===== config.mk =====
export PLATFORM = sky130hd
export DESIGN_NAME = debug_unit
export DESIGN_NICKNAME = d
export VERILOG_FILES = /design/src/hdl/debug_pkg.sv /design/src/hdl/debug_if.sv /design/src/hdl/debug_sequencer.sv /design/src/hdl/program_loader.sv /design/src/hdl/report_sender.sv /design/src/hdl/debug_unit.sv
export SDC_FILE = /design/constraint.sdc
export NUM_CORES = 1
export LEC_CHECK = 0
export ABC_AREA = 1
export CAP_MARGIN = 40
export CORE_ASPECT_RATIO = 0.8
export CORE_MARGIN = 2
export CORE_UTILIZATION = 40
export CTS_BUF_LIST = sky130_fd_sc_hd__clkbuf_4 sky130_fd_sc_hd__clkbuf_8
export CTS_CLUSTER_SIZE = 40
export DETAILED_ROUTE_END_ITERATION = 16
export DONT_BUFFER_PORTS = 1
export PLACE_DENSITY = 0.54
export SYNTH_ARGS = -nofsm -noshare
export SYNTH_HDL_FRONTEND = slang
export SYNTH_SLANG_ARGS = --single-unit

===== constraint.sdc =====
create_clock -name i_clock -period 4.9 [get_ports i_clock]
set_input_delay 0.49 -clock i_clock [delete_from_list [all_inputs] [get_ports i_clock]]
set_output_delay 0.49 -clock i_clock [all_outputs]
set_load 0.005 [all_outputs]

===== src/hdl/debug_pkg.sv =====
package debug_pkg;

  ////////////////////////////////////////
  // Widths
  ////////////////////////////////////////

  typedef logic [7:0]  uart_byte_t;        // One byte on the UART link.
  typedef logic [31:0] instr_word_t;       // Instruction or database word.
  typedef logic [10:0] mem_addr_t;         // Program memory address.

  localparam int BYTES_PER_WORD = 4;       // Bytes packed into one word.

  ////////////////////////////////////////
  // Host commands
  ////////////////////////////////////////

  localparam uart_byte_t CMD_SOFT_RESET = 8'h00;
  localparam uart_byte_t CMD_LOAD       = 8'h01;  // Also the reply offered after reset.
  localparam uart_byte_t CMD_RUN        = 8'h03;  // Continuous execution.
  localparam uart_byte_t CMD_STEP       = 8'h07;  // Step by step execution.

  localparam int STEP_MODE_BIT = 2;        // Mode bit inside the start command.

  localparam instr_word_t HALT_WORD = 32'h0000_0000;  // Ends the run and the load.

  localparam int ACK_STRIDE = 8;           // Report ack codes are 8, 16, ... 80.

  // Top level phases of the debug unit.
  typedef enum logic [2:0] {
    PH_IDLE,
    PH_SOFT_RESET,
    PH_WAIT_LOAD_ACK,
    PH_LOAD,
    PH_WAIT_START,
    PH_RUN,
    PH_REPORT
  } phase_t;

  // Report bytes in the order they go out.
  typedef enum logic [3:0] {
    STEP_PC_HI,
    STEP_PC_LO,
    STEP_CYCLES_HI,
    STEP_CYCLES_LO,
    STEP_PC4_HI,
    STEP_PC4_LO,
    STEP_INSTR_B3,
    STEP_INSTR_B2,
    STEP_INSTR_B1,
    STEP_INSTR_B0
  } report_step_t;

  // Selects which word the processor puts on the database bus.
  typedef enum logic [2:0] {
    DB_NONE     = 3'd0,
    DB_RUN      = 3'd1,
    DB_PC       = 3'd2,
    DB_CYCLES   = 3'd3,
    DB_PC_PLUS4 = 3'd4,
    DB_INSTR    = 3'd5
  } db_sel_t;

endpackage


===== src/hdl/debug_if.sv =====
`timescale 1ns/1ps

// Internal links between the sequencer, the loader and the reporter.
interface debug_if;

  logic                  byte_strobe;    // One cycle per received byte.
  debug_pkg::uart_byte_t byte_data;      // Valid with byte_strobe.
  logic                  load_enable;    // High for the whole load phase.
  logic                  report_active;  // High for the whole report phase.
  logic                  run_active;     // High while the PC runs.
  logic                  load_done;      // Terminator word seen.
  logic                  report_done;    // Last report byte acknowledged.

  modport sequencer (
    output byte_strobe, byte_data, load_enable, report_active, run_active,
    input  load_done, report_done
  );

  modport loader (
    input  byte_strobe, byte_data, load_enable,
    output load_done
  );

  modport reporter (
    input  byte_strobe, byte_data, report_active, run_active,
    output report_done
  );

endinterface


===== src/hdl/debug_sequencer.sv =====
`timescale 1ns/1ps

module debug_sequencer (
  input  logic                   i_clock,
  input  logic                   i_reset,
  input  logic                   i_rx_done,
  input  debug_pkg::uart_byte_t  i_data_rx,
  input  logic                   i_soft_reset_ack,
  input  debug_pkg::instr_word_t i_instruction_fetch,
  output logic                   o_soft_reset,
  output logic                   o_enable_pc,
  output logic                   o_step_mode,
  output logic                   o_tx_start_ack,
  debug_if.sequencer             bus
);

  logic              rx_done_q;       // Previous i_rx_done.
  logic              byte_strobe;
  logic              start_cmd;
  debug_pkg::phase_t phase_q;
  debug_pkg::phase_t phase_d;

  ////////////////////////////////////////
  // Receive strobe
  ////////////////////////////////////////

  // The UART done flag falls once per byte; that edge marks a fresh byte.
  assign byte_strobe = rx_done_q & ~i_rx_done;

  assign start_cmd = byte_strobe &&
                     ((i_data_rx == debug_pkg::CMD_RUN) || (i_data_rx == debug_pkg::CMD_STEP));

  always_ff @(posedge i_clock) begin
    if (!i_reset) begin
      rx_done_q <= 1'b0;
    end else begin
      rx_done_q <= i_rx_done;
    end
  end

  ////////////////////////////////////////
  // Phase FSM
  ////////////////////////////////////////

  always_comb begin
    phase_d = phase_q;
    case (phase_q)
      debug_pkg::PH_IDLE: begin
        if (byte_strobe && (i_data_rx == debug_pkg::CMD_SOFT_RESET)) begin
          phase_d = debug_pkg::PH_SOFT_RESET;
        end
      end
      debug_pkg::PH_SOFT_RESET: begin
        if (!i_soft_reset_ack) begin           // Ack is active low.
          phase_d = debug_pkg::PH_WAIT_LOAD_ACK;
        end
      end
      debug_pkg::PH_WAIT_LOAD_ACK: begin
        if (byte_strobe && (i_data_rx == debug_pkg::CMD_LOAD)) begin
          phase_d = debug_pkg::PH_LOAD;
        end
      end
      debug_pkg::PH_LOAD: begin
        if (bus.load_done) begin
          phase_d = debug_pkg::PH_WAIT_START;
        end
      end
      debug_pkg::PH_WAIT_START: begin
        if (start_cmd) begin
          phase_d = debug_pkg::PH_RUN;
        end
      end
      debug_pkg::PH_RUN: begin
        if (i_instruction_fetch == debug_pkg::HALT_WORD) begin
          phase_d = debug_pkg::PH_REPORT;
        end
      end
      debug_pkg::PH_REPORT: begin
        if (bus.report_done) begin
          phase_d = debug_pkg::PH_IDLE;
        end
      end
      default: begin
        phase_d = debug_pkg::PH_IDLE;
      end
    endcase
  end

  always_ff @(posedge i_clock) begin
    if (!i_reset) begin
      phase_q     <= debug_pkg::PH_IDLE;
      o_step_mode <= 1'b0;                     // Continuous.
    end else begin
      phase_q <= phase_d;
      if ((phase_q == debug_pkg::PH_WAIT_START) && start_cmd) begin
        o_step_mode <= i_data_rx[debug_pkg::STEP_MODE_BIT];
      end
    end
  end

  ////////////////////////////////////////
  // Outputs
  ////////////////////////////////////////

  assign o_soft_reset   = (phase_q != debug_pkg::PH_SOFT_RESET);  // Active low.
  assign o_enable_pc    = (phase_q == debug_pkg::PH_RUN);
  assign o_tx_start_ack = (phase_q == debug_pkg::PH_WAIT_LOAD_ACK);

  assign bus.byte_strobe   = byte_strobe;
  assign bus.byte_data     = i_data_rx;
  assign bus.load_enable   = (phase_q == debug_pkg::PH_LOAD);
  assign bus.report_active = (phase_q == debug_pkg::PH_REPORT);
  assign bus.run_active    = (phase_q == debug_pkg::PH_RUN);

endmodule


===== src/hdl/program_loader.sv =====
`timescale 1ns/1ps

module program_loader (
  input  logic                   i_clock,
  input  logic                   i_reset,
  debug_if.loader                bus,
  output logic                   o_mem_write,
  output debug_pkg::mem_addr_t   o_mem_addr,
  output debug_pkg::instr_word_t o_mem_data
);

  logic [1:0]             byte_cnt_q;   // Bytes already in the current word.
  logic                   done_q;
  logic                   byte_in;
  logic                   word_full;
  debug_pkg::instr_word_t next_word;

  ////////////////////////////////////////
  // Byte packing
  ////////////////////////////////////////

  assign byte_in = bus.load_enable && bus.byte_strobe;

  // First byte of a word ends up on top.
  assign next_word = {o_mem_data[23:0], bus.byte_data};

  assign word_full = byte_in && (byte_cnt_q == 2'(debug_pkg::BYTES_PER_WORD - 1));

  always_ff @(posedge i_clock) begin
    if (byte_in) begin
      o_mem_data <= next_word;
    end
  end

  ////////////////////////////////////////
  // Write port and terminator
  ////////////////////////////////////////

  always_ff @(posedge i_clock) begin
    if (!i_reset || !bus.load_enable) begin
      byte_cnt_q  <= 2'd0;
      o_mem_addr  <= '0;
      o_mem_write <= 1'b0;
      done_q      <= 1'b0;
    end else begin
      // Full word is written on the cycle after its last byte.
      o_mem_write <= word_full && (next_word != debug_pkg::HALT_WORD);
      done_q      <= word_full && (next_word == debug_pkg::HALT_WORD);
      if (byte_in) begin
        byte_cnt_q <= byte_cnt_q + 2'd1;       // Wraps after four bytes.
      end
      if (o_mem_write) begin
        o_mem_addr <= o_mem_addr + 1'b1;       // Next free location.
      end
    end
  end

  assign bus.load_done = done_q;

endmodule


===== src/hdl/report_sender.sv =====
`timescale 1ns/1ps

module report_sender (
  input  logic                   i_clock,
  input  logic                   i_reset,
  input  debug_pkg::instr_word_t i_database_word,
  debug_if.reporter              bus,
  output logic                   o_tx_start_rep,
  output debug_pkg::uart_byte_t  o_data_tx_rep,
  output debug_pkg::db_sel_t     o_db_sel
);

  debug_pkg::report_step_t step_q;
  debug_pkg::uart_byte_t   ack_code;
  logic [1:0]              byte_idx;    // Byte of the database word on the link.
  logic                    ack_hit;

  // Host acks step n (from 1) with n * 8.
  assign ack_code = debug_pkg::uart_byte_t'(({4'd0, step_q} + 8'd1) * debug_pkg::ACK_STRIDE);

  assign ack_hit = bus.report_active && bus.byte_strobe && (bus.byte_data == ack_code);

  assign bus.report_done = ack_hit && (step_q == debug_pkg::STEP_INSTR_B0);

  always_ff @(posedge i_clock) begin
    if (!i_reset || !bus.report_active) begin
      step_q <= debug_pkg::STEP_PC_HI;
    end else if (ack_hit) begin
      if (step_q == debug_pkg::STEP_INSTR_B0) begin
        step_q <= debug_pkg::STEP_PC_HI;
      end else begin
        step_q <= debug_pkg::report_step_t'(step_q + 4'd1);
      end
    end
  end

  ////////////////////////////////////////
  // Selector and byte choice
  ////////////////////////////////////////

  always_comb begin
    o_db_sel = debug_pkg::DB_NONE;
    byte_idx = 2'd0;
    if (bus.report_active) begin
      case (step_q)
        debug_pkg::STEP_PC_HI,     debug_pkg::STEP_PC_LO:     o_db_sel = debug_pkg::DB_PC;
        debug_pkg::STEP_CYCLES_HI, debug_pkg::STEP_CYCLES_LO: o_db_sel = debug_pkg::DB_CYCLES;
        debug_pkg::STEP_PC4_HI,    debug_pkg::STEP_PC4_LO:    o_db_sel = debug_pkg::DB_PC_PLUS4;
        default:                                              o_db_sel = debug_pkg::DB_INSTR;
      endcase
      case (step_q)
        debug_pkg::STEP_PC_HI,
        debug_pkg::STEP_CYCLES_HI,
        debug_pkg::STEP_PC4_HI:    byte_idx = 2'd1;   // High half of a 16-bit pair.
        debug_pkg::STEP_INSTR_B3:  byte_idx = 2'd3;
        debug_pkg::STEP_INSTR_B2:  byte_idx = 2'd2;
        debug_pkg::STEP_INSTR_B1:  byte_idx = 2'd1;
        default:                   byte_idx = 2'd0;
      endcase
    end else if (bus.run_active) begin
      o_db_sel = debug_pkg::DB_RUN;
    end
  end

  assign o_tx_start_rep = bus.report_active;     // Held until the host acks.
  assign o_data_tx_rep  = bus.report_active ? i_database_word[byte_idx * 8 +: 8] : 8'h00;

endmodule


===== src/hdl/debug_unit.sv =====
`timescale 1ns/1ps

module debug_unit (
  input  logic                   i_clock,
  input  logic                   i_reset,
  input  logic                   i_rx_done,
  input  debug_pkg::uart_byte_t  i_data_rx,
  input  logic                   i_soft_reset_ack,
  input  debug_pkg::instr_word_t i_instruction_fetch,
  input  debug_pkg::instr_word_t i_database_word,
  output logic                   o_tx_start,
  output debug_pkg::uart_byte_t  o_data_tx,
  output logic                   o_soft_reset,
  output logic                   o_mem_write,
  output debug_pkg::mem_addr_t   o_mem_addr,
  output debug_pkg::instr_word_t o_mem_data,
  output logic                   o_step_mode,
  output logic                   o_enable_pc,
  output debug_pkg::db_sel_t     o_db_sel
);

  logic                  tx_start_ack;   // Offer of 0x01 after soft reset.
  logic                  tx_start_rep;   // Report byte offered.
  debug_pkg::uart_byte_t data_tx_rep;

  debug_if dbg_bus ();

  debug_sequencer u_sequencer (
    .i_clock             (i_clock),
    .i_reset             (i_reset),
    .i_rx_done           (i_rx_done),
    .i_data_rx           (i_data_rx),
    .i_soft_reset_ack    (i_soft_reset_ack),
    .i_instruction_fetch (i_instruction_fetch),
    .o_soft_reset        (o_soft_reset),
    .o_enable_pc         (o_enable_pc),
    .o_step_mode         (o_step_mode),
    .o_tx_start_ack      (tx_start_ack),
    .bus                 (dbg_bus.sequencer)
  );

  program_loader u_loader (
    .i_clock     (i_clock),
    .i_reset     (i_reset),
    .bus         (dbg_bus.loader),
    .o_mem_write (o_mem_write),
    .o_mem_addr  (o_mem_addr),
    .o_mem_data  (o_mem_data)
  );

  report_sender u_reporter (
    .i_clock         (i_clock),
    .i_reset         (i_reset),
    .i_database_word (i_database_word),
    .bus             (dbg_bus.reporter),
    .o_tx_start_rep  (tx_start_rep),
    .o_data_tx_rep   (data_tx_rep),
    .o_db_sel        (o_db_sel)
  );

  // Only one of the two sources is active in any phase.
  assign o_tx_start = tx_start_ack | tx_start_rep;
  assign o_data_tx  = tx_start_ack ? debug_pkg::CMD_LOAD : data_tx_rep;

endmodule


# Word-level counts from Yosys, hierarchy flattened
# Index checks and enable logic that the tools add are counted.
[totals] reg_bits=56 in_bits=76 out_inout_bits=59 wordCells=89
[op_classes] add_sub_neg=4 eq_ne=28 shift=1 mux=16 bitwise=3 n_reduce_logical=28
[ops] operator="32-bit logical NOT" n=2
[ops] operator="32-bit nonzero test" n=1
[ops] operator="32-bit by 6-bit indexed part select with 8-bit output" n=1
[ops] operator="3-bit 2-to-1 mux" n=8
[ops] operator="3-bit one-hot mux with 7 select lines" n=1
[ops] operator="4-bit by 3-bit equality test with 1-bit output (second input constant)" n=4
[ops] operator="8-bit 2-to-1 mux" n=2
[ops] operator="11-bit by 1-bit adder with 11-bit output (second input constant)" n=1
[ops] operator="1-bit logical AND" n=11
[ops] operator="2-bit by 1-bit inequality test with 1-bit output (second input constant)" n=5
[ops] operator="3-bit equality test (second input constant)" n=3
[ops] operator="3-bit one-hot mux with 3 select lines" n=1
[ops] operator="4-bit by 2-bit equality test with 1-bit output (second input constant)" n=2
[ops] operator="4-bit equality test (second input constant)" n=2
[ops] operator="8-bit by 1-bit equality test with 1-bit output (second input constant)" n=1
[ops] operator="8-bit by 2-bit equality test with 1-bit output (second input constant)" n=1
[ops] operator="8-bit by 3-bit equality test with 1-bit output (second input constant)" n=1
[ops] operator="8-bit equality test" n=1
[ops] operator="8-bit logical NOT" n=1
[ops] operator="7-bit AND reduction" n=1
[ops] operator="3-bit by 2-bit equality test with 1-bit output (second input constant)" n=2
[ops] operator="2-bit one-hot mux with 3 select lines" n=1
[ops] operator="2-bit OR reduction" n=3
[ops] operator="4-bit by 1-bit adder with 5-bit output (second input constant)" n=1
[ops] operator="18 further kinds" n=23

# Logic depth before layout (Yosys ltp)
# Gate-level depths: netlist (run 1).
[logic_depth] ltp_word=7 depth_mapped=12 depth_no_buf=12

# Cells and area by module
# Synthesis (run 1) repeated with hierarchy kept, for this count alone.
[unflattened] hier_cells=446 hier_area_um2=3305.7
[modules_own_cells] module="program_loader" n_inst=1 cells_each=147 area_per_inst_um2=1726.7
[modules_own_cells] module="report_sender" n_inst=1 cells_each=165 area_per_inst_um2=910.9
[modules_own_cells] module="debug_sequencer" n_inst=1 cells_each=114 area_per_inst_um2=585.6
[modules_own_cells] module="debug_unit" n_inst=1 cells_each=20 area_per_inst_um2=82.6

# Least setup slack after synthesis (run 1)
# Ideal clock, no wire load.
[synth_path] kind="input port to flip-flop" startpoint="in i_rx_done" endpoint="reg u_loader.o_mem_data[0], enable pin" t_arrival_ns=2.038 t_required_ns=4.479 setup_slack_ns=2.441 path_stages=3 n_path_buf=0 path_cell_list="inv_1 > nand2_1 > nor2_1"
[synth_between] elab_chain_cells=3
[synth_rtl] element="start, declared" line_no="debug_unit.sv:6" rtl="input logic i_rx_done,"
[synth_rtl] element="1-bit inverter" line_no="debug_sequencer.sv:28" rtl="assign byte_strobe = rx_done_q & ~i_rx_done;"
[synth_rtl] element="1-bit bitwise AND" line_no="debug_sequencer.sv:28"
[synth_rtl] element="1-bit logical AND" line_no="program_loader.sv:22" rtl="assign byte_in = bus.load_enable && bus.byte_strobe;"
[synth_rtl] element="net u_loader.byte_in" line_no="program_loader.sv:14" rtl="logic byte_in;"
[synth_rtl] element="end signal, assigned" line_no="program_loader.sv:31" rtl="o_mem_data <= next_word;"
[synth_rtl] element="end, declared" line_no="program_loader.sv:9" rtl="output debug_pkg::instr_word_t o_mem_data"
# The timed path passes the listed nets, and every way through them passes these cells.
# A chain may end at the register's enable or synchronous reset.

# Worst setup path in the final report (run 1)
[layout_path] startpoint="reg u_reporter.step_q[0]" endpoint="out o_data_tx[2]"
[layout_between] elab_chain_cells=7 word_cells_on_any_way=12 cone_classes="eq/ne (5); shift (1); mux (4); reduce/logical (2)"
[layout_rtl] element="start, declared" line_no="report_sender.sv:13" rtl="debug_pkg::report_step_t step_q;"
[layout_rtl] element="start signal, assigned" line_no="report_sender.sv:27" rtl="step_q <= debug_pkg::STEP_PC_HI;"
[layout_rtl] element="start signal, assigned" line_no="report_sender.sv:30" rtl="step_q <= debug_pkg::STEP_PC_HI;"
[layout_rtl] element="start signal, assigned" line_no="report_sender.sv:32" rtl="step_q <= debug_pkg::report_step_t'(step_q + 4'd1);"
[layout_rtl] element="4-bit by 2-bit equality test with 1-bit output (tied with other cells)" line_no="report_sender.sv:51" rtl="case (step_q)"
[layout_rtl] element="4-bit OR reduction (no source line)"
[layout_rtl] element="2-bit one-hot mux with 3 select lines (*)" line_no="report_sender.sv:51"
[layout_rtl] element="2-bit 2-to-1 mux (*)" line_no="report_sender.sv:44" rtl="if (bus.report_active) begin"
[layout_rtl] element="32-bit by 6-bit indexed part select with 8-bit output (*)" line_no="report_sender.sv:66" rtl="assign o_data_tx_rep = bus.report_active ? i_database_word[byte_idx * 8 +: 8] : 8'h00;"
[layout_rtl] element="8-bit 2-to-1 mux (*)" line_no="report_sender.sv:66"
[layout_rtl] element="8-bit 2-to-1 mux (*)" line_no="debug_unit.sv:63" rtl="assign o_data_tx = tx_start_ack ? debug_pkg::CMD_LOAD : data_tx_rep;"
[layout_rtl] element="end, declared" line_no="debug_unit.sv:12" rtl="output debug_pkg::uart_byte_t o_data_tx,"
# Mark *: on every way between the ends. The rest lies on a longest branch, timed or not.

==> run summary, run 1 <==
status -> finished clean
TritonCTS clock tree -> yes
Worst Path Max Fanout -> 17
post-place setup slack -> 2520 ps
largest family of logic cells by synthesized area -> simple AND/OR/NAND/NOR gates
Post-Syn Area -> 2950 µm²
CP Class -> reg2out
hold path depth -> 2
die area -> 8080 µm²
final period utilization -> 54.8%
Placer Congestion -> 0.892
DR pass1 iterations -> 5
Post-Route Skew -> 11.4 ps
CTS Buffer Depth -> 2
maximum clock rate -> 0.372 GHz
post-synthesis async set-or-reset flop share -> 0%
initial antenna violation count -> 0
Post-CTS Hold Buffers -> 0
yosys warns -> 0
CTS Sinks -> 56
EDFF count, synth -> 32
synthesized instance count -> 376
GRT Total Usage -> 15.9%
Final Hold Vio Count -> 0
FF-to-FF path depth -> 10
core area -> 7030 µm²
R2R setup slack -> 2960 ps
number of max-cap violations -> 0
Max Transition Viols Final -> 0
most numerous cell in the Yosys netlist -> nor2_1
Rows -> 27
CTS root buf -> clkbuf_8
slew margin rel. -> 65.8%
storage element area -> 1440 µm²
fin nets -> 463
post-synthesis net count -> 458
Worst path max stage delay -> 390 ps
Hold Path Sink -> u_sequencer.rx_done_q
multi-input logic area -> 1310 µm²
post-synthesis adder-cell area fraction -> 2.54%
CP startpoint kind -> flip-flop
simple-gate share of the synthesized area -> 29.6%
leakage power -> 1.21 nW
Seq pwr share -> 52.1%
Clock power frac -> 26.8%
switching part of the total power -> 30.3%
total CTS buffers -> 5
vias in the first global route -> 2,267
Initial Util -> 42.0%
P_int -> 0.000709 W
Worst Path Buf+Inv -> 3
Synth Area in Compound Gates -> 11.9%
most instantiated cells after synthesis -> nor2_1, nand2_1, inv_1
vias -> 2,402
post-CTS setup buffers -> 0
ys flop type -> edfxtp_1
Setup TNS -> 0 ps
r2r startpoint -> u_reporter.step_q[0]
fin worst setup slack -> 2210 ps
Worst setup EP type -> output port
DRC viols -> 0
dpl hpwl -> 5.08 mm
PD cells -> 323 nW/µm²
Yosys top cell by area -> edfxtp_1
switching pwr -> 0.000309 W
Finish-stage setup viols -> 0
Gate power share -> 21.2%
Seq/Total Area, Yosys -> 48.9%
fill count -> 691
synth top area cells -> edfxtp_1, dfxtp_1, nor2_1
Synth top area share -> 32.6%
Tmin final -> 2690 ps
first-pass GRT wire length -> 10.4 mm
Die W -> 100 µm
chip height -> 80.8 µm
mux share of post-synthesis cell area -> 0%
Layout Utilization -> 44.8%
Worst Path Arrival -> 2200 ps
CP top delay family -> compound AO/OA/AOI/OAI gates
slowest cell on the critical path -> dfxtp_1
library cells used by synthesis -> 33
synthesis-to-layout area growth -> 6.79%
clk slew on worst S/H paths -> 110 ps
register bit total from synthesis -> 56
Final ANT Viol Nets -> 0
CTS resizes -> 0
share of cells above drive strength 1 -> 7.59%
WL final -> 6.34 mm
Max VDD drop -> 0.158 mV
critical-path cell list -> inv_1 > ha_1 > inv_1 > o21ai_2 > nand2_4 > inv_2 > nor2_1 > nor2_1 > o21ai_0 > a21oi_1
Hold Crit Class -> in2reg
initial drt markers -> 71
total power -> 0.00102 W
post-DR vias/cell -> 5.12
routed len/inst -> 13.5 µm
hold path start -> i_rx_done
Post-Syn Area per Cell -> 7.85 µm²
IO Port Bufs -> 0
pin count of the biggest net entering global routing -> 33
Slew @ Worst Pin -> 508 ps
Worst Path Required -> 4410 ps
XOR/XNOR Fraction of Synth Area -> 0.297%
n_diodes -> 0
RSZ-0062 raised after global routing -> no
GRT overflow -> 0
CTS H-tree lvls -> 2
R2R Path End -> u_reporter.step_q[1]
Top Ports -> 135
worst skew pair latency -> 300 ps
[state kept, by name (all words and copies together), names as in the netlist]
signal	flops
u_loader.bus.load_done	1
u_loader.byte_cnt_q	2
u_loader.o_mem_addr	11
u_loader.o_mem_data	32
u_loader.o_mem_write	1
u_reporter.step_q	4
u_sequencer.o_step_mode	1
u_sequencer.phase_q	3
u_sequencer.rx_done_q	1
[logic make-up after synthesis]
group / count (synthesis)
and+or+nand+nor: 196
DFF: 56
adders and majority gates: 6
buffers and inverters: 52
xor gates and xnor gates: 1
AOI/OAI and AO/OA: 65
[final cells by class]
| cell class | instances | share of cell area, % |
|---|---|---|
| clock buffer | 5 | 2.18 |
| clock inverter | 3 | 0.993 |
| inverter | 49 | 5.84 |
| multi-input combinational | 268 | 41.5 |
| sequential | 56 | 45.8 |
| tap | 87 | 3.46 |
| timing repair buffer | 1 | 0.238 |
[power by group through the flow]
stage	logic [W]	registers, W	clock network [W]
2_1_floorplan	0.000185	0.000537	0
3_3_place_gp	0.000219	0.000541	0
3_5_place_dp	0.000221	0.000541	0
4_1_cts	0.000221	0.000530	0.000285
5_1_grt	0.000257	0.000533	0.000304
6_report	0.000215	0.000530	0.000272
[routing by layer]
metal	wire [µm]	track usage (%)	up-vias
li1	-	-	1253
met1	2860	21.1	1049
met2	2860	26.6	98
met3	590	4.56	2
met4	29	2.74	0
met5	0	0	-
[metrics by stage]
step	instance area [µm²]	std cells	hold WS (ps)
finish	3150	469	273
global route	3150	469	240
CTS	3150	469	253
detailed placement	3050	461	475
global placement	3050	461	475
floorplan	2950	376	444
[worst register-to-register path, cell delays in order, from the launching register on]
cell	delay, ps
dfxtp_1	480
inv_1	120
ha_1	360
nand2_1	90
nand2_1	40
nor2_1	130
nand2_1	110
nor2_4	110
nand3_2	120
o21ai_0	220
a21oi_1	60
[worst max path at each step]
stage	start	endpoint	slack (ps)	cells past startpoint
after floorplan	i_rx_done	u_loader.o_mem_data[0]	2440	3
after CTS	u_reporter.step_q[0]	o_data_tx[2]	2170	10
after global routing	u_reporter.step_q[0]	o_data_tx[4]	1940	10
final	u_reporter.step_q[0]	o_data_tx[2]	2210	10
after global placement	u_reporter.step_q[0]	o_data_tx[3]	2650	10
after detailed placement	u_reporter.step_q[0]	o_data_tx[2]	2520	10
[layout by cell type (no fill, tap or decap), types with 2 or more instances in the layout]
| cell type | instances |
|---|---|
| ha_1 | 6 |
| nand2_2 | 2 |
| nor2_2 | 5 |
| nor4_1 | 7 |
| clkbuf_8 | 5 |
| nor2_1 | 87 |
| inv_1 | 44 |
| nand3_1 | 15 |
| nand4_1 | 5 |
| dfxtp_1 | 24 |
| o21a_1 | 3 |
| o21bai_1 | 2 |
| nand2_1 | 60 |
| edfxtp_1 | 32 |
| nor3_1 | 6 |
| o21ai_0 | 18 |
| a21oi_1 | 25 |
| nand3_2 | 2 |
| and3_1 | 2 |
| inv_2 | 5 |
| o21ai_1 | 12 |
Power figures use the tool's default switching activity.
==> inputs of run 2 (changes only) <==
ABC_AREA = 0   (was 1)
PLACE_DENSITY = 0.56   (was 0.54)
clock period = 2.3 ns   (was 4.9 ns; I/O delays follow)
==> run 2 against run 1 <==
Effect of this change:
- first-iteration DRC count increased by 55%
- non-clock buffer count increased by 26
- synthesized cell count decreased by 34%
- sequential cell count unchanged
- die area decreased by 5.8%
- final cell count decreased by 23%
- clock power increased by 98%
- sequential share of layout area decreased by 0.44 points
- utilization increased by 2.3 points
- via count decreased by 16%
- critical path depth decreased by 3
- clock-buffer cell count unchanged
==> run summary, run 2 <==
Max Transition Viols Final -> 0 (unchanged)
hold path depth -> 1 (was 2)
Die W -> 97.1 µm (was 100 µm)
Tmin final -> 2240 ps
core area -> 6790 µm² (was 7030 µm²)
Final Cell Area -> 3200 µm² (was 3150 µm²)
slowest cell on the critical path -> mux4_2 (was dfxtp_1)
post-DR vias/cell -> 5.58 (was 5.12)
synthesis-to-layout area growth -> 15.4% (was 6.79%)
Top Ports -> 135 (unchanged)
GRT Total Usage -> 15.5% (was 15.9%)
Hold Crit Class -> in2reg (unchanged)
synthesized instance count -> 250 (was 376)
routed len/inst -> 16.7 µm (was 13.5 µm)
Placer Congestion -> 0.811 (was 0.892)
total placed instance area -> 2950 µm² (was 3050 µm²)
worst skew pair latency -> 300 ps (about the same)
initial antenna violation count -> 0 (unchanged)
vias in the first global route -> 2,005 (was 2,267)
CTS Sinks -> 56 (unchanged)
clk slew on worst S/H paths -> 100 ps (was 110 ps)
DRC viols -> 0 (unchanged)
CTS root buf -> clkbuf_8 (unchanged)
most numerous cell in the Yosys netlist -> edfxtp_1 (was nor2_1)
library cells used by synthesis -> 52 (was 33)
CP top delay family -> multiplexers (was compound AO/OA/AOI/OAI gates)
critical-path cell list -> ha_4 > buf_6 > nor2_2 > nor4_4 > buf_6 > mux4_2 > and2b_1 (was inv_1 > ha_1 > inv_1 > o21ai_2 > nand2_4 > inv_2 > nor2_1 > nor2_1 > o21ai_0 > a21oi_1)
CTS Buffer Depth -> 2 (unchanged)
Critical Path Start -> u_reporter.step_q[1] (was u_reporter.step_q[0])
hold path start -> i_rx_done (unchanged)
number of max-cap violations -> 0 (unchanged)
largest reg by FF count -> u_loader.o_mem_data (unchanged)
TritonCTS clock tree -> yes (unchanged)
GRT overflow -> 0 (unchanged)
Crit path top cell by count -> buf_6
Regs by FF count -> u_loader.o_mem_data: 32 flops, u_loader.o_mem_addr: 11 flops, u_reporter.step_q: 4 flops (unchanged)
pin count of the biggest net entering global routing -> 33 (unchanged)
ys flop type -> edfxtp_1 (unchanged)
dpl hpwl -> 4.55 mm (was 5.08 mm)
vias -> 2,026 (was 2,402)
post-synthesis async set-or-reset flop share -> 0% (unchanged)
CP Class -> reg2out (unchanged)
RSZ-0062 raised after global routing -> yes (was no)
maximum clock rate -> 0.446 GHz
Seq/Total Area, Yosys -> 52.0% (was 48.9%)
Initial Util -> 40.8% (was 42.0%)
Post-Syn Area per Cell -> 11.1 µm² (was 7.85 µm²)
FF-to-FF path depth -> 7 (was 10)
IO Port Bufs -> 0 (unchanged)
max reg flops -> 32 (unchanged)
Final Hold Vio Count -> 0 (unchanged)
synth top area cells -> edfxtp_1, dfxtp_1, mux4_2 (was edfxtp_1, dfxtp_1, nor2_1)
first-pass GRT wire length -> 9.58 mm (was 10.4 mm)
most frequent cells in the layout -> edfxtp_1, nor2_1, dfxtp_1 (was nor2_1, nand2_1, inv_1)
Synth top area share -> 34.7% (was 32.6%)
slew margin rel. -> 61.2% (was 65.8%)
status -> finished clean (unchanged)
Post-Syn Area -> 2770 µm² (was 2950 µm²)
leakage power -> 1.09 nW (was 1.21 nW)
fin nets -> 357 (was 463)
Layout Utilization -> 47.1% (was 44.8%)
Worst path max stage delay -> 490 ps (was 390 ps)
Yosys top cell by area -> edfxtp_1 (unchanged)
CTS H-tree lvls -> 2 (unchanged)
WL final -> 6.07 mm (was 6.34 mm)
Worst Path Buf+Inv -> 2 (was 3)
CP startpoint kind -> flip-flop (unchanged)
post-synthesis net count -> 332 (was 458)
Worst Path Arrival -> 2010 ps (was 2200 ps)
share of cells above drive strength 1 -> 18.5% (was 7.59%)
DR pass1 iterations -> 4 (was 5)
Worst setup EP type -> output port (unchanged)
Worst Path Max Fanout -> 6 (was 17)
most instantiated cells after synthesis -> edfxtp_1, nor2_1, dfxtp_1 (was nor2_1, nand2_1, inv_1)
CP Depth -> 7 (was 10)
total power -> 0.00163 W (was 0.00102 W)
total CTS buffers -> 5 (unchanged)
PD cells -> 509 nW/µm² (was 323 nW/µm²)
final period utilization -> 97.5%
Final ANT Viol Nets -> 0 (unchanged)
chip height -> 78.5 µm (was 80.8 µm)
die area -> 7620 µm² (was 8080 µm²)
EDFF count, synth -> 32 (unchanged)
Worst Path Required -> 2070 ps (was 4410 ps)
most common cell after layout, fill and taps aside -> edfxtp_1 (was nor2_1)
Post-Route Skew -> 5.97 ps (was 11.4 ps)
yosys warns -> 0 (unchanged)
initial drt markers -> 110 (was 71)
Slew @ Worst Pin -> 580 ps (was 508 ps)
register bit total from synthesis -> 56 (unchanged)
n_diodes -> 0 (unchanged)
r2r startpoint -> u_reporter.step_q[1] (was u_reporter.step_q[0])
Finish-stage setup viols -> 0 (unchanged)
Max VDD drop -> 0.313 mV (was 0.158 mV)
Rows -> 27 (unchanged)
[run 2: through the flow]
step	setup TNS, ps	instances	worst slack, ps	hold slack (ps)
after floorplan	-316	250	-45.1	329
after global placement	0	342	60.9	329
after detailed placement	0	342	15.6	329
after CTS	0	354	0.233	0.436
after global routing	-543	363	-87.6	20.8
final	0	363	56.5	43.7
[run 2: metal layers]
| layer | part of all wire (%) | track usage, % | up-vias |
|---|---|---|---|
| met5 | 0 | 0 | - |
| met4 | 0.30 | 4.37 | 0 |
| met3 | 7.9 | 6.14 | 4 |
| met2 | 48 | 24.8 | 75 |
| met1 | 44 | 19.7 | 968 |
| li1 | - | - | 979 |
[run 2: worst reg2reg max path: stages, from the launching register on]
cell and delay, ps:
dfxtp_4 390, inv_1 60, ha_1 280, xor2_1 140, or4b_1 460, a21o_1 210
or4_4 490, a21oi_2 120
[run 2: worst paths after layout]
| kind | to | slack, ps |
|---|---|---|
| min | u_sequencer.rx_done_q | 40 |
| min reg2reg | u_loader.byte_cnt_q[1] | 510 |
| max reg2reg | u_reporter.step_q[0] | 80 |
| max | o_data_tx[4] | 60 |
[run 2: final cells by class]
type / instances / area (µm²)
tap: 87 / 109
timing repair buffer: 27 / 230
sequential: 56 / 1450
fill: 620 / 3590
inverter: 9 / 33.8
multi-input combinational: 176 / 1290
clock buffer: 5 / 68.8
clock inverter: 3 / 21.3
[run 2: timing repair]
item	4_1_cts	5_1_grt
setup buffers	3	1
setup endpoints to repair	7	11
endpoints found under the hold margin	0	8
pin swaps	0	3
gates cloned	1	0
hold buffers	0	8
resized for setup	10	5
[run 2: cell families (layout without fill, tap and decap cells)]
family | after synthesis | count (layout) | share of synthesized area, %
multiplexers | 12 | 12 | 7.54
flip-flops | 56 | 56 | 52.0
buffers and inverters | 18 | 44 | 3.02
XOR/XNOR | 15 | 15 | 4.74
adder cells (fa/ha/maj) | 6 | 6 | 2.71
AND/OR/NAND/NOR | 113 | 113 | 22.3
AO/OA/AOI/OAI | 30 | 30 | 7.72
[run 2: power breakdown]
group	total, W	switching, W	internal (W)
Clock	0.000539	0.000322	0.000217
Sequential	0.00105	0.000000136	0.00105
Combinational	0.0000417	0.0000124	0.0000293
==> inputs of run 3 (changes only) <==
SYNTH_HIERARCHICAL = 1   (was not set)
==> run 3 against run 2 <==
Effect of this change:
- the flow now finishes with violations (setup timing)
- hold slack got worse by 15 ps
- synthesized area rose by 9.2%
- register-to-register slack worse by 20 ps
- fmax decreased by 5.4%
- final cell count up 4.1%
- sequential share of layout area shrank 4.6 points
- design area up 11%
- clock skew down 2.4 ps
- clock power is 5.4% higher
- global-route usage is 0.53 points lower
- critical endpoint unchanged
- highest routed layer unchanged
==> run summary, run 3 <==
status -> finished, violations left (was finished clean)
failing checks -> setup timing
Worst Path Required -> 2070 ps (about the same)
fin worst setup slack -> -71.5 ps (was 56.5 ps)
Layout Utilization -> 48.3% (was 47.1%)
GRT Total Usage -> 15.0% (was 15.5%)
R2R setup slack -> 60 ps (was 80 ps)
Synth top area share -> 31.7% (was 34.7%)
Post-Syn Area per Cell -> 11.4 µm² (was 11.1 µm²)
Final Hold Vio Count -> 0 (unchanged)
number of max-cap violations -> 0 (unchanged)
Seq/Total Area, Yosys -> 47.6% (was 52.0%)
share of cells above drive strength 1 -> 32.3% (was 18.5%)
Initial Util -> 41.1% (was 40.8%)
FF-to-FF path depth -> 11 (was 7)
chip height -> 81.8 µm (was 78.5 µm)
initial drt markers -> 54 (was 110)
GRT overflow -> 0 (unchanged)
Critical Path Start -> u_reporter/step_q[1] (was u_reporter.step_q[1])
Top Ports -> 135 (unchanged)
final period utilization -> 103% (was 97.5%)
total CTS buffers -> 5 (unchanged)
Finish-stage setup viols -> 8 (was 0)
routed len/inst -> 17.7 µm (was 16.7 µm)
Worst Path Max Fanout -> 5 (was 6)
CP Class -> reg2out (unchanged)
CTS H-tree lvls -> 2 (unchanged)
pin count of the biggest net entering global routing -> 33 (unchanged)
slew margin rel. -> 66.5% (was 61.2%)
Worst Path Arrival -> 2140 ps (was 2010 ps)
RSZ-0062 raised after global routing -> yes (unchanged)
Placer Congestion -> 0.744 (was 0.811)
worst hold slack -> 28.4 ps (was 43.7 ps)
worst skew pair latency -> 320 ps (was 300 ps)
hold path start -> i_rx_done (unchanged)
total placed instance area -> 3140 µm² (was 2950 µm²)
Layout Cells excl Fill -> 378 (was 363)
Die W -> 101 µm (was 97.1 µm)
CTS root buf -> clkbuf_8 (unchanged)
IO Port Bufs -> 0 (unchanged)
synthesis-to-layout area growth -> 17.5% (was 15.4%)
yosys warns -> 6 (was 0)
most numerous cell in the Yosys netlist -> edfxtp_1 (unchanged)
largest reg by FF count -> u_loader/o_mem_data (was u_loader.o_mem_data)
die area -> 8280 µm² (was 7620 µm²)
ys flop type -> edfxtp_1 (unchanged)
DR pass1 iterations -> 4 (unchanged)
TritonCTS clock tree -> yes (unchanged)
post-synthesis async set-or-reset flop share -> 0% (unchanged)
post-synthesis net count -> 347 (was 332)
core area -> 7360 µm² (was 6790 µm²)
most frequent cells in the layout -> edfxtp_1, buf_4, dfxtp_1 (was edfxtp_1, nor2_1, dfxtp_1)
Max Transition Viols Final -> 0 (unchanged)
max reg flops -> 32 (unchanged)
synthesized instance count -> 265 (was 250)
library cells used by synthesis -> 57 (was 52)
Worst setup EP type -> output port (unchanged)
dpl hpwl -> 4.71 mm (was 4.55 mm)
post-DR vias/cell -> 5.79 (was 5.58)
Hold Crit Class -> in2reg (unchanged)
synth top area cells -> edfxtp_1, dfxtp_1, mux4_1 (was edfxtp_1, dfxtp_1, mux4_2)
Yosys top cell by area -> edfxtp_1 (unchanged)
Post-Place Cells -> 352 (was 342)
vias in the first global route -> 2,028 (was 2,005)
most common cell after layout, fill and taps aside -> edfxtp_1 (unchanged)
Slew @ Worst Pin -> 501 ps (was 580 ps)
leakage power -> 1.18 nW (was 1.09 nW)
CP startpoint kind -> flip-flop (unchanged)
Regs by FF count -> u_loader/o_mem_data: 32 flops, u_loader/o_mem_addr: 11 flops, u_reporter/step_q: 4 flops (was u_loader.o_mem_data: 32 flops, u_loader.o_mem_addr: 11 flops, u_reporter.step_q: 4 flops)
CTS Buffer Depth -> 2 (unchanged)
Final ANT Viol Nets -> 0 (unchanged)
initial antenna violation count -> 0 (unchanged)
Rows -> 28 (was 27)
EDFF count, synth -> 32 (unchanged)
Post-Syn Area -> 3030 µm² (was 2770 µm²)
most instantiated cells after synthesis -> edfxtp_1, dfxtp_1, nor4_1 (was edfxtp_1, nor2_1, dfxtp_1)
Hold Path Sink -> u_sequencer/rx_done_q (was u_sequencer.rx_done_q)
n_diodes -> 0 (unchanged)
R2R Path End -> u_sequencer/phase_q[0] (was u_reporter.step_q[0])
Max VDD drop -> 0.246 mV (was 0.313 mV)
PD cells -> 469 nW/µm² (was 509 nW/µm²)
WL final -> 6.68 mm (was 6.07 mm)
Tmin final -> 2370 ps (was 2240 ps)
maximum clock rate -> 0.422 GHz (was 0.446 GHz)
register bit total from synthesis -> 56 (unchanged)
Post-Route Skew -> 3.54 ps (was 5.97 ps)
vias -> 2,188 (was 2,026)
clk slew on worst S/H paths -> 100 ps (about the same)
fin nets -> 369 (was 357)
DRC viols -> 0 (unchanged)
first-pass GRT wire length -> 9.69 mm (was 9.58 mm)
r2r startpoint -> u_reporter/step_q[1] (was u_reporter.step_q[1])
CTS Sinks -> 56 (unchanged)
hold path depth -> 1 (unchanged)
Final Cell Area -> 3560 µm² (was 3200 µm²)
-- run 3: changes by cell type after synthesis, moves of 7 or more --
| cell | delta |
|---|---|
| mux4_1 | +7 |
| and2_1 | +11 |
| buf_4 | +11 |
| and2b_1 | -7 |
| nor2_1 | -13 |
-- run 3: kinds of logic after synthesis --
kind of cell	after synthesis	share of synthesized area, %
flip-flops	56	47.6
multiplexers	12	8.19
AO/OA/AOI/OAI	32	7.19
XOR/XNOR	10	2.89
buffers and inverters	26	5.54
adder cells (fa/ha/maj)	6	2.48
AND/OR/NAND/NOR	123	26.1
-- run 3: worst max-delay path, cell delays in order (launching register included) --
cell and delay (ps):
dfxtp_4 380, buf_6 120, ha_4 160, nor2_4 80, o22ai_2 70, nand2_2 140, buf_12 140, mux4_2 480
and2_4 140, nor2b_4 120
-- run 3: metal layers --
layer / vias to the layer above / global-route usage (%) / share of wire, %
li1: 1028 / - / -
met1: 1044 / 19.7 / 42
met2: 109 / 25.0 / 48
met3: 7 / 3.66 / 8.4
met4: 0 / 4.05 / 1.0
met5: - / 0 / 0
-- run 3: per-stage QoR --
| step | power, W | worst slack, ps | TNS, ps |
|---|---|---|---|
| final | 0.00167 | -71.5 | -534 |
| after global routing | 0.00172 | -144 | -1250 |
| after CTS | 0.00167 | -93.5 | -584 |
| after detailed placement | 0.00110 | -18.3 | -18.3 |
| after global placement | 0.00110 | 51.2 | 0 |
| after floorplan | 0.00112 | 32.3 | 0 |
-- run 3: cell type report --
class | instances | area [µm²]
Multi-Input combinational cell | 183 | 1570
Inverter | 6 | 25.0
Timing Repair Buffer | 35 | 303
Sequential cell | 56 | 1450
Fill cell | 663 | 3800
Clock buffer | 5 | 68.8
Tap cell | 90 | 113
Clock inverter | 3 | 25.0
-- run 3: worst max path at each step --
stage / end / slack (ps) / cells after the start
floorplan: u_sequencer/phase_q[0] / 30 / 11
global placement: u_sequencer/phase_q[0] / 50 / 11
detailed placement: u_sequencer/phase_q[0] / -20 / 11
CTS: o_data_tx[0] / -90 / 8
global route: o_data_tx[4] / -140 / 9
finish: o_data_tx[4] / -70 / 9
-- run 3: timing repair --
action                     CTS  global route
resized for setup           38            18
buffers inserted             2             8
setup endpoints to repair    9            11
pin swaps                   14            11
hold buffers                 5             3
hold endpoints to repair     5             3
-- run 3: where the power goes --
| group | internal [W] | switching [W] |
|---|---|---|
| clock network | 0.000223 | 0.000345 |
| logic | 0.0000370 | 0.0000142 |
| registers | 0.00105 | 0.000000222 |
| total | 0.00131 | 0.000359 |
